`src/logic/frv_pkg.sv`:
```
/*
 * Shared widths, opcodes, micro-ops and pipeline register layouts for the
 * integer pipeline. RTL files refer to these by scoped name.
 */
package frv_pkg;

localparam int XLEN = 32;                      // Data and address width

typedef logic [XLEN-1:0] xlen_t;               // One machine word
typedef logic [4:0]      reg_addr_t;           // GPR index

localparam xlen_t PC_RESET = 32'h0000_0000;    // First fetch address

// --------------------------------------------------
// Major opcodes of the subset
localparam logic [6:0] OPC_OP     = 7'b0110011; // Reg-reg ALU
localparam logic [6:0] OPC_OP_IMM = 7'b0010011; // Reg-imm ALU
localparam logic [6:0] OPC_LUI    = 7'b0110111;
localparam logic [6:0] OPC_JAL    = 7'b1101111;
localparam logic [6:0] OPC_BRANCH = 7'b1100011;

typedef enum logic [3:0] {
    UOP_NOP,                                   // Unsupported word, no effect
    UOP_ADD,
    UOP_SUB,
    UOP_AND,
    UOP_OR,
    UOP_XOR,
    UOP_SLT,                                   // Signed compare
    UOP_LUI,
    UOP_JAL,
    UOP_BEQ,
    UOP_BNE
} uop_t;

// --------------------------------------------------
// Two readings of one instruction word
typedef struct packed {
    logic [6:0] funct7;
    reg_addr_t  rs2;
    reg_addr_t  rs1;
    logic [2:0] funct3;
    reg_addr_t  rd;
    logic [6:0] opcode;
} r_fmt_t;

typedef struct packed {
    logic [11:0] imm;                          // Also top bits of U and J
    reg_addr_t   rs1;
    logic [2:0]  funct3;
    reg_addr_t   rd;                           // Low bits of B immediate
    logic [6:0]  opcode;
} i_fmt_t;

typedef union packed {
    r_fmt_t r_fmt;
    i_fmt_t i_fmt;
} instr_u;

// --------------------------------------------------
// Stage registers and side buses
typedef struct packed {
    logic      valid;
    xlen_t     pc;
    xlen_t     instr;
    reg_addr_t rd;                             // Zero when nothing is written
    xlen_t     opr_a;                          // rs1 value
    xlen_t     opr_b;                          // rs2 value or immediate
    xlen_t     imm;                            // Branch/jump offset or LUI value
    uop_t      uop;
} dec_t;

typedef struct packed {
    logic      valid;
    xlen_t     pc;
    xlen_t     instr;
    reg_addr_t rd;
    xlen_t     wdata;
    logic      cf;                             // Redirect wanted on retire
    xlen_t     target;
} exe_t;

typedef struct packed {
    logic      valid;
    reg_addr_t rd;
    xlen_t     wdata;
} fwd_t;

typedef struct packed {
    xlen_t     pc;
    xlen_t     instr;
    reg_addr_t rd;
    xlen_t     wdata;
} trace_t;

endpackage

```
`src/logic/frv_gprs.sv`:
```
/*
 * General purpose register file. Two combinational reads, one synchronous
 * write, x0 held at zero.
 */
`timescale 1ns/100ps

module frv_gprs (
    input  logic                g_clk,
    input  logic                arst_n,
    input  frv_pkg::reg_addr_t  rs1_addr,
    input  frv_pkg::reg_addr_t  rs2_addr,
    output frv_pkg::xlen_t      rs1_data,
    output frv_pkg::xlen_t      rs2_data,
    input  logic                rd_wen,
    input  frv_pkg::reg_addr_t  rd_addr,
    input  frv_pkg::xlen_t      rd_wdata
);

frv_pkg::xlen_t regs [32];

always_ff @(posedge g_clk or negedge arst_n) begin
    if (!arst_n) begin
        for (int i = 0; i < 32; i++) begin
            regs[i] <= '0;
        end
    end else if (rd_wen && rd_addr != '0) begin
        regs[rd_addr] <= rd_wdata;             // x0 keeps its reset zero
    end
end

assign rs1_data = regs[rs1_addr];
assign rs2_data = regs[rs2_addr];

// Writeback must filter x0 before it reaches the file
a_no_x0_write : assert property (@(posedge g_clk) disable iff (!arst_n)
    !(rd_wen && rd_addr == '0));

endmodule

```
`src/logic/frv_fetch.sv`:
```
/*
 * Fetch stage. Issues one instruction-bus request at a time, follows
 * redirects from writeback and holds one fetched word for decode.
 */
`timescale 1ns/100ps

module frv_fetch (
    input  logic             g_clk,
    input  logic             arst_n,
    input  logic             cf_req,           // One-cycle redirect strobe
    input  frv_pkg::xlen_t   cf_target,
    output logic             imem_req,
    output frv_pkg::xlen_t   imem_addr,
    input  logic             imem_gnt,
    input  logic             imem_recv,
    input  frv_pkg::xlen_t   imem_rdata,
    output logic             imem_ack,
    output logic             f_valid,          // Buffer holds a word
    output frv_pkg::xlen_t   f_pc,
    output frv_pkg::instr_u  f_instr
);

logic           req_q;                         // Request on the bus
logic           wait_q;                        // Granted, response not yet taken
logic           drop_q;                        // Outstanding response is stale
logic           cf_pend;                       // Redirect held behind a request
frv_pkg::xlen_t pc_q;                          // Next fetch address
frv_pkg::xlen_t cf_tgt_q;
frv_pkg::xlen_t rsp_pc_q;                      // Address of outstanding fetch

logic           grant;
logic           resp;
logic           redir;
frv_pkg::xlen_t redir_pc;

assign grant     = req_q && imem_gnt;
assign resp      = wait_q && imem_recv;
assign redir     = cf_req || cf_pend;
assign redir_pc  = cf_req ? cf_target : cf_tgt_q;

assign imem_req  = req_q;
assign imem_addr = pc_q;
assign imem_ack  = wait_q;                     // Decode drains the buffer every cycle

always_ff @(posedge g_clk or negedge arst_n) begin
    if (!arst_n) begin
        req_q   <= 1'b0;
        wait_q  <= 1'b0;
        drop_q  <= 1'b0;
        cf_pend <= 1'b0;
        pc_q    <= frv_pkg::PC_RESET;
        f_valid <= 1'b0;
    end else begin
        if (grant) begin
            req_q  <= 1'b0;
            wait_q <= 1'b1;
        end else if (resp || !wait_q) begin
            req_q  <= 1'b1;                    // Next request once bus is free
            wait_q <= 1'b0;
        end
        if (redir && (!req_q || grant)) begin
            pc_q <= redir_pc;                  // Address may move now
        end else if (grant) begin
            pc_q <= pc_q + 32'd4;
        end
        cf_pend <= redir && req_q && !grant;   // Wait out the open request
        if (grant) begin
            drop_q <= redir;                   // Granted word is already dead
        end else if (resp) begin
            drop_q <= 1'b0;
        end else if (redir && wait_q) begin
            drop_q <= 1'b1;
        end
        f_valid <= resp && !drop_q && !cf_req;
    end
end

always_ff @(posedge g_clk) begin
    if (cf_req) begin
        cf_tgt_q <= cf_target;
    end
    if (grant) begin
        rsp_pc_q <= pc_q;
    end
    if (resp) begin
        f_pc    <= rsp_pc_q;
        f_instr <= imem_rdata;
    end
end

// Address must hold until the memory takes the request
a_addr_stable : assert property (@(posedge g_clk) disable iff (!arst_n)
    imem_req && !imem_gnt |=> $stable(imem_addr));

endmodule

```
`src/logic/frv_decode.sv`:
```
/*
 * Decode stage. Splits the fetched word, selects micro-op, destination and
 * immediate, and registers the bypassed operands for execute.
 */
`timescale 1ns/100ps

module frv_decode (
    input  logic                g_clk,
    input  logic                arst_n,
    input  logic                flush,         // Kill the word being decoded
    input  logic                f_valid,
    input  frv_pkg::xlen_t      f_pc,
    input  frv_pkg::instr_u     f_instr,
    output frv_pkg::reg_addr_t  rs1_addr,
    output frv_pkg::reg_addr_t  rs2_addr,
    input  frv_pkg::xlen_t      rs1_data,      // Already bypassed
    input  frv_pkg::xlen_t      rs2_data,
    output frv_pkg::dec_t       dec
);

frv_pkg::r_fmt_t rfm;
frv_pkg::i_fmt_t ifm;
frv_pkg::xlen_t  imm_i;
frv_pkg::xlen_t  imm_u;
frv_pkg::xlen_t  imm_j;
frv_pkg::xlen_t  imm_b;
frv_pkg::dec_t   dec_d;

assign rfm      = f_instr.r_fmt;
assign ifm      = f_instr.i_fmt;
assign rs1_addr = rfm.rs1;
assign rs2_addr = rfm.rs2;                     // Junk for I/U/J, never used

// --------------------------------------------------
// Immediates, all built from the I view
assign imm_i = {{20{ifm.imm[11]}}, ifm.imm};
assign imm_u = {ifm.imm, ifm.rs1, ifm.funct3, 12'b0};
assign imm_j = {{12{ifm.imm[11]}}, ifm.rs1, ifm.funct3, ifm.imm[0], ifm.imm[10:1], 1'b0};
assign imm_b = {{20{ifm.imm[11]}}, ifm.rd[0], ifm.imm[10:5], ifm.rd[4:1], 1'b0};

// Shared funct3 map of the reg-reg and reg-imm forms
function automatic frv_pkg::uop_t alu_uop(input logic [2:0] f3);
    case (f3)
        3'b000:  return frv_pkg::UOP_ADD;
        3'b100:  return frv_pkg::UOP_XOR;
        3'b110:  return frv_pkg::UOP_OR;
        3'b111:  return frv_pkg::UOP_AND;
        default: return frv_pkg::UOP_NOP;
    endcase
endfunction

always_comb begin
    dec_d       = '0;
    dec_d.valid = f_valid && !flush;
    dec_d.pc    = f_pc;
    dec_d.instr = f_instr;
    dec_d.rd    = rfm.rd;
    dec_d.opr_a = rs1_data;
    dec_d.opr_b = rs2_data;
    dec_d.imm   = imm_i;
    dec_d.uop   = frv_pkg::UOP_NOP;
    case (rfm.opcode)
        frv_pkg::OPC_OP: begin
            if (rfm.funct7 == 7'h00) begin
                dec_d.uop = (rfm.funct3 == 3'b010) ? frv_pkg::UOP_SLT : alu_uop(rfm.funct3);
            end else if (rfm.funct7 == 7'h20 && rfm.funct3 == 3'b000) begin
                dec_d.uop = frv_pkg::UOP_SUB;
            end
        end
        frv_pkg::OPC_OP_IMM: begin
            dec_d.opr_b = imm_i;               // Immediate replaces rs2
            dec_d.uop   = alu_uop(ifm.funct3);
        end
        frv_pkg::OPC_LUI: begin
            dec_d.imm = imm_u;
            dec_d.uop = frv_pkg::UOP_LUI;
        end
        frv_pkg::OPC_JAL: begin
            dec_d.imm = imm_j;
            dec_d.uop = frv_pkg::UOP_JAL;
        end
        frv_pkg::OPC_BRANCH: begin
            dec_d.imm = imm_b;
            dec_d.rd  = '0;                    // Branches write nothing
            if (ifm.funct3 == 3'b000) begin
                dec_d.uop = frv_pkg::UOP_BEQ;
            end else if (ifm.funct3 == 3'b001) begin
                dec_d.uop = frv_pkg::UOP_BNE;
            end
        end
        default: dec_d.uop = frv_pkg::UOP_NOP;
    endcase
    if (dec_d.uop == frv_pkg::UOP_NOP) begin
        dec_d.rd = '0;                         // Unsupported retires with rd 0
    end
end

always_ff @(posedge g_clk or negedge arst_n) begin
    if (!arst_n) begin
        dec <= '0;
    end else begin
        dec <= dec_d;
    end
end

endmodule

```
`src/logic/frv_forward.sv`:
```
/*
 * Operand bypass. Picks the youngest in-flight result for each source
 * register, falling back to the register file.
 */
`timescale 1ns/100ps

module frv_forward (
    input  frv_pkg::reg_addr_t  rs1_addr,
    input  frv_pkg::reg_addr_t  rs2_addr,
    input  frv_pkg::xlen_t      rf_rs1,
    input  frv_pkg::xlen_t      rf_rs2,
    input  frv_pkg::fwd_t       fwd_exe,       // One instruction older
    input  frv_pkg::fwd_t       fwd_wb,        // Two instructions older
    output frv_pkg::xlen_t      rs1_data,
    output frv_pkg::xlen_t      rs2_data
);

function automatic frv_pkg::xlen_t bypass(
    input frv_pkg::reg_addr_t addr,
    input frv_pkg::xlen_t     rf_data
);
    if (addr == '0) begin
        return rf_data;                        // x0 is never forwarded
    end else if (fwd_exe.valid && fwd_exe.rd == addr) begin
        return fwd_exe.wdata;
    end else if (fwd_wb.valid && fwd_wb.rd == addr) begin
        return fwd_wb.wdata;
    end
    return rf_data;
endfunction

assign rs1_data = bypass(rs1_addr, rf_rs1);
assign rs2_data = bypass(rs2_addr, rf_rs2);

endmodule

```
`src/logic/frv_execute.sv`:
```
/*
 * Execute stage. ALU work, branch compare and jump target, registered into
 * the writeback record. The live result also feeds the bypass network.
 */
`timescale 1ns/100ps

module frv_execute (
    input  logic            g_clk,
    input  logic            arst_n,
    input  logic            flush,             // Redirect retiring ahead
    input  frv_pkg::dec_t   dec,
    output frv_pkg::fwd_t   fwd_exe,
    output frv_pkg::exe_t   exe
);

frv_pkg::xlen_t result;
logic           taken;                         // Control flow change

always_comb begin
    result = '0;                               // Branches and NOP write zero
    taken  = 1'b0;
    case (dec.uop)
        frv_pkg::UOP_ADD: result = dec.opr_a + dec.opr_b;
        frv_pkg::UOP_SUB: result = dec.opr_a - dec.opr_b;
        frv_pkg::UOP_AND: result = dec.opr_a & dec.opr_b;
        frv_pkg::UOP_OR:  result = dec.opr_a | dec.opr_b;
        frv_pkg::UOP_XOR: result = dec.opr_a ^ dec.opr_b;
        frv_pkg::UOP_SLT: result = frv_pkg::xlen_t'($signed(dec.opr_a) < $signed(dec.opr_b));
        frv_pkg::UOP_LUI: result = dec.imm;
        frv_pkg::UOP_JAL: begin
            result = dec.pc + 32'd4;           // Link address
            taken  = 1'b1;
        end
        frv_pkg::UOP_BEQ: taken = (dec.opr_a == dec.opr_b);
        frv_pkg::UOP_BNE: taken = (dec.opr_a != dec.opr_b);
        default:          result = '0;
    endcase
end

assign fwd_exe = '{valid: dec.valid, rd: dec.rd, wdata: result};

always_ff @(posedge g_clk or negedge arst_n) begin
    if (!arst_n) begin
        exe <= '0;
    end else begin
        exe.valid  <= dec.valid && !flush;
        exe.pc     <= dec.pc;
        exe.instr  <= dec.instr;
        exe.rd     <= dec.rd;
        exe.wdata  <= result;
        exe.cf     <= taken;
        exe.target <= dec.pc + dec.imm;        // PC relative for JAL and B
    end
end

endmodule

```
`src/logic/frv_writeback.sv`:
```
/*
 * Writeback stage. Retires the execute record: register write, redirect
 * strobe to fetch, and a registered trace one edge later.
 */
`timescale 1ns/100ps

module frv_writeback (
    input  logic                g_clk,
    input  logic                arst_n,
    input  frv_pkg::exe_t       exe,
    output frv_pkg::fwd_t       fwd_wb,
    output logic                gpr_wen,
    output frv_pkg::reg_addr_t  gpr_rd,
    output frv_pkg::xlen_t      gpr_wdata,
    output logic                cf_req,        // Also flushes younger stages
    output frv_pkg::xlen_t      cf_target,
    output logic                trs_valid,
    output frv_pkg::trace_t     trs
);

assign fwd_wb    = '{valid: exe.valid, rd: exe.rd, wdata: exe.wdata};

assign gpr_wen   = exe.valid && (exe.rd != '0); // x0 writes stay trace only
assign gpr_rd    = exe.rd;
assign gpr_wdata = exe.wdata;

assign cf_req    = exe.valid && exe.cf;
assign cf_target = exe.target;

always_ff @(posedge g_clk or negedge arst_n) begin
    if (!arst_n) begin
        trs_valid <= 1'b0;
        trs       <= '0;
    end else begin
        trs_valid <= exe.valid;
        trs       <= '{pc: exe.pc, instr: exe.instr, rd: exe.rd, wdata: exe.wdata};
    end
end

// Redirect leaves a bubble behind it
a_cf_flush : assert property (@(posedge g_clk) disable iff (!arst_n)
    cf_req |=> !exe.valid);

endmodule

```
`src/logic/frv_core.sv`:
```
/*
 * Top level of the cut-down pipeline. Connects fetch, decode, execute,
 * writeback, the bypass network and the register file.
 */
`timescale 1ns/100ps

module frv_core (
    input  logic                 g_clk,        // Global clock
    input  logic                 arst_n,       // Async reset, active low
    output logic                 imem_req,     // Fetch request
    output frv_pkg::xlen_t       imem_addr,    // Fetch address
    input  logic                 imem_gnt,     // Request accepted
    input  logic                 imem_recv,    // Response present
    input  frv_pkg::xlen_t       imem_rdata,   // Fetched word
    output logic                 imem_ack,     // Response taken
    output logic                 trs_valid,    // Retire strobe
    output frv_pkg::trace_t      trs           // Retire record
);

// --------------------------------------------------
// Inter-stage wiring
logic                 cf_req;                  // Redirect strobe from writeback
frv_pkg::xlen_t       cf_target;               // Redirect destination

logic                 f_valid;                 // Fetch buffer full
frv_pkg::xlen_t       f_pc;
frv_pkg::instr_u      f_instr;

frv_pkg::reg_addr_t   rs1_addr;
frv_pkg::reg_addr_t   rs2_addr;
frv_pkg::xlen_t       rf_rs1;                  // Raw register file reads
frv_pkg::xlen_t       rf_rs2;
frv_pkg::xlen_t       rs1_data;                // After bypass
frv_pkg::xlen_t       rs2_data;

frv_pkg::dec_t        dec;
frv_pkg::exe_t        exe;
frv_pkg::fwd_t        fwd_exe;                 // Result being computed now
frv_pkg::fwd_t        fwd_wb;                  // Result being retired now

logic                 gpr_wen;
frv_pkg::reg_addr_t   gpr_rd;
frv_pkg::xlen_t       gpr_wdata;

// --------------------------------------------------
// Stages
frv_fetch     i_fetch     (.*);

frv_decode    i_decode    (.flush(cf_req), .*); // Redirect kills decode

frv_forward   i_forward   (.*);

frv_execute   i_execute   (.flush(cf_req), .*);

frv_writeback i_writeback (.*);

frv_gprs i_gprs (
    .g_clk    (g_clk    ),
    .arst_n   (arst_n   ),
    .rs1_addr (rs1_addr ),
    .rs2_addr (rs2_addr ),
    .rs1_data (rf_rs1   ),                     // Into bypass, not decode
    .rs2_data (rf_rs2   ),
    .rd_wen   (gpr_wen  ),
    .rd_addr  (gpr_rd   ),
    .rd_wdata (gpr_wdata)
);

endmodule

```
`config.mk`:
```
export PLATFORM = sky130hd
export DESIGN_NAME = frv_core
export DESIGN_NICKNAME = d
export VERILOG_FILES = /design/src/logic/frv_pkg.sv /design/src/logic/frv_gprs.sv /design/src/logic/frv_fetch.sv /design/src/logic/frv_decode.sv /design/src/logic/frv_forward.sv /design/src/logic/frv_execute.sv /design/src/logic/frv_writeback.sv /design/src/logic/frv_core.sv
export SDC_FILE = /design/constraint.sdc
export NUM_CORES = 2
export LEC_CHECK = 0
export BUFFER_PORTS_ARGS = -buffer_cell sky130_fd_sc_hd__buf_2
export CORE_UTILIZATION = 50
export CTS_CLUSTER_DIAMETER = 80
export DETAILED_ROUTE_END_ITERATION = 8
export PLACE_DENSITY = 0.7
export SYNTH_ARGS = -nofsm -noshare
export SYNTH_HDL_FRONTEND = slang
export SYNTH_SLANG_ARGS = --single-unit
```
`constraint.sdc`:
```
create_clock -name g_clk -period 8.7 [get_ports g_clk]
set_clock_uncertainty 0.15 [all_clocks]
set_input_delay 0 -clock g_clk [delete_from_list [all_inputs] [get_ports g_clk]]
set_output_delay 0 -clock g_clk [all_outputs]
set_load 0.02 [all_outputs]
```
==> flow_metrics.env <==
export IMPL_met1_length_um=99270
export IMPL_ff_latch_area_sq_um=40230
export IMPL_htree_num_levels=4
export IMPL_fin_tns_setup_ns=0
export IMPL_worst_slew_pin_slew_ns=1.364
export IMPL_min_period_ns=4.577
export IMPL_relSlewSlack=0.09043
export IMPL_initial_core_util=0.5037
export IMPL_hp_class="reg -> reg"
export IMPL_grt_pass1_vias=54934
export IMPL_final_common_cell="dfrtp_1"
export IMPL_multi_input_area_sq_um=38220
export IMPL_most_common_layout_cells="1467 x dfrtp_1, 1073 x mux2_2, 514 x mux4_2, 227 x a21oi_1, 203 x nor2_1"
export IMPL_top_layer_used="met5"
export IMPL_core_area_sq_um=160600
export IMPL_synth_edf_count=96
export IMPL_p_leak_nw=40.78
export IMPL_setup_viol=0
export IMPL_syn_area_per_cell_sq_um=13.68
export IMPL_clkTransAtPathRegs_ns=0.06
export IMPL_yosys_warnings=0
export IMPL_timing_final_crit_share=0.5261
export IMPL_die_area_sq_um=163400
export IMPL_drive_above_1_share=0.3750
export IMPL_synth_ff_type="dfrtp_1"
export IMPL_areaGrowthSynthToFinish_pct=11.34
export IMPL_dr_total_vias=54192
export IMPL_ys_async_sr_fraction=0.9197
export IMPL_post_dp_hpwl_um=149000
export IMPL_wl_per_cell_um=30.85
export IMPL_drtIter0Drc=5922
export IMPL_wl_met2_um=118100
export IMPL_final_nets=6106
export IMPL_max_cap_violations=0
export IMPL_cts_setup_buffers=0
export IMPL_synth_area_top_cells="dfrtp_1 45%, mux2_2 15%, mux4_2 14%, edfxtp_1 3.6%, ha_1 2.2%"
export IMPL_drt_pre_antenna_iters=6
export IMPL_crit_fanout=40
export IMPL_synthCells=5912
export IMPL_drc=0
export IMPL_rsz0062_at_grt="false"
export IMPL_grt_max_degree=177
export IMPL_p_per_area_nw_per_um2=218.4
export IMPL_clk_path_buf_depth=3
export IMPL_slew_viol_final=0
export IMPL_rows=147
export IMPL_cp_arrival_ns=5.11
export IMPL_cts_tree="done"
export IMPL_grtUsageTotal=0.3133
export IMPL_die_w_um=404.2
export IMPL_final_hold_violation_count=0
export IMPL_synth_cell_type_count=110
export IMPL_portBuffers=171
export IMPL_postRouteAntennaNets=0
export IMPL_synth_top_area_frac=0.4539
export IMPL_clock_root_buffer="clkbuf_16"
export IMPL_antenna_found_initial=5
export IMPL_drt_wl_total_um=253800
export IMPL_setup_worst_path_end_class="register"
export IMPL_fillers=12579
export IMPL_cts_sinks=1595
export IMPL_via_per_inst=6.587
export IMPL_grt_pass1_wl_um=376200
export IMPL_ioPinCount=172
export IMPL_dr_wl_met3_um=23230
export IMPL_power_mw=19.67
export IMPL_ys_ff_latch=1595
export IMPL_place_gp_congestion=0.9617
export IMPL_peakVddDrop_v=0.0002316
export IMPL_synth_seq_area_share=0.4975
export IMPL_grt_overflow_total=0
export IMPL_numCtsBuffers=166
export IMPL_clk_latency_ns=0.82
export IMPL_syn_area_sq_um=80880
export IMPL_worstSetupStartpointType="register"
export IMPL_yosysTopAreaCell="dfrtp_1"
export IMPL_die_y_um=404.2
export IMPL_required_ns=9.23
export IMPL_outcome="finished clean"
export IMPL_critPathKind="reg -> reg"
export IMPL_fmax_mhz=218.5
export IMPL_synth_fp_nets=6095
-- power by group --
part | leakage, nW | switching, mW | internal (mW)
clock | 2.79 | 3.12 | 4.28
sequential | 21.0 | 0.667 | 8.09
combinational | 17.0 | 2.26 | 1.26
total | 40.8 | 6.05 | 13.6
-- worst max-delay path: stages (launching register included) --
cell and delay, ns:
edfxtp_1 0.37, buf_4 0.38, buf_4 0.73, buf_4 0.73
mux4_2 0.59, mux4_2 0.49, mux2i_1 0.54, nand2_1 0.14
o31ai_1 0.11, a31oi_1 0.07
-- stage by stage --
step | std cells | hold slack [ns] | utilization | worst slack, ns | instance area, sq um
2_1_floorplan | 5912 | -0.4456 | - | 5.577 | 80880
3_3_place_gp | 7845 | -0.06922 | 0.5208 | 4.117 | 83620
3_5_place_dp | 7845 | -0.07238 | 0.5208 | 4.093 | 83620
4_1_cts | 8224 | 0.1856 | 0.5608 | 4.088 | 90040
5_1_grt | 8224 | 0.1950 | 0.5608 | 3.737 | 90040
6_report | 8227 | 0.1830 | 0.5608 | 4.123 | 90050
-- cells in the mapped netlist, drive strengths merged, types with 46 or more instances --
master  number
xnor2       46
inv        135
mux2      1073
nand2      167
o22ai       47
mux2i      170
mux4       514
clkbuf     354
dfrtp     1467
o21ai      195
buf        167
nor2       223
a21o        48
a21oi      230
edfxtp      96
ha         144
nor3        58
nand3       59
a31oi       46
-- logic make-up after synthesis --
family / synth area share
mux: 0.3136
flops: 0.4975
compound gates: 0.08015
simple gates: 0.04462
buf+inv: 0.03264
fa+ha+maj: 0.02302
xor+xnor: 0.008555
-- path summary, 6_finish.rpt --
path | depth (start not counted) | end | slack, ns | startpoint
max | 9 | i_decode.dec[98]$_DFF_PN0_ | 4.12 | i_fetch.f_instr[15]$_DFFE_PP_
min | 0 | i_decode.dec[152]$_DFF_PN0_ | 0.18 | i_fetch.f_pc[15]$_DFFE_PP_
max reg2reg | 9 | i_decode.dec[98]$_DFF_PN0_ | 4.12 | i_fetch.f_instr[15]$_DFFE_PP_
min reg2reg | 0 | i_decode.dec[152]$_DFF_PN0_ | 0.18 | i_fetch.f_pc[15]$_DFFE_PP_
max in group asynchronous | 5 | i_gprs.regs[806]$_DFFE_PN0P_ | 6.17 | arst_n
min in group asynchronous | 4 | i_decode.dec[137]$_DFF_PN0_ | 0.31 | arst_n
-- registers in the layout, summed over array words and instances, names as in the netlist --
register               flops
i_decode.dec             169
i_execute.exe            135
i_fetch.cf_pend            1
i_fetch.cf_tgt_q          32
i_fetch.drop_q             1
i_fetch.f_instr           32
i_fetch.f_pc              32
i_fetch.f_valid            1
i_fetch.imem_ack           1
i_fetch.imem_addr         32
i_fetch.imem_req           1
i_fetch.rsp_pc_q          32
i_gprs.regs             1024
i_writeback.trs          101
i_writeback.trs_valid      1
-- per-layer routing --
metal	track usage	vias to the layer above
li1	-	22414
met1	0.4155	28439
met2	0.4882	2713
met3	0.07276	624
met4	0.1487	2
met5	0	-
-- area by class of cell --
cell class / instances / share of cell area
antenna: 3 / 0.00008337
clock buffer: 226 / 0.05220
clock inverter: 83 / 0.01119
inverter: 135 / 0.005627
multi-input combinational: 3661 / 0.4244
sequential: 1595 / 0.4468
tap: 2160 / 0.03001
timing repair buffer: 364 / 0.02971
-- repair_timing --
| action | 4_1_cts | 5_1_grt |
|---|---|---|
| endpoints found under the hold margin | 691 | 0 |
| hold buffers | 70 | 0 |
| resized for setup | 0 | 0 |
| setup endpoints to repair | 0 | 0 |
Note: power is estimated with default switching activity, not from simulation.
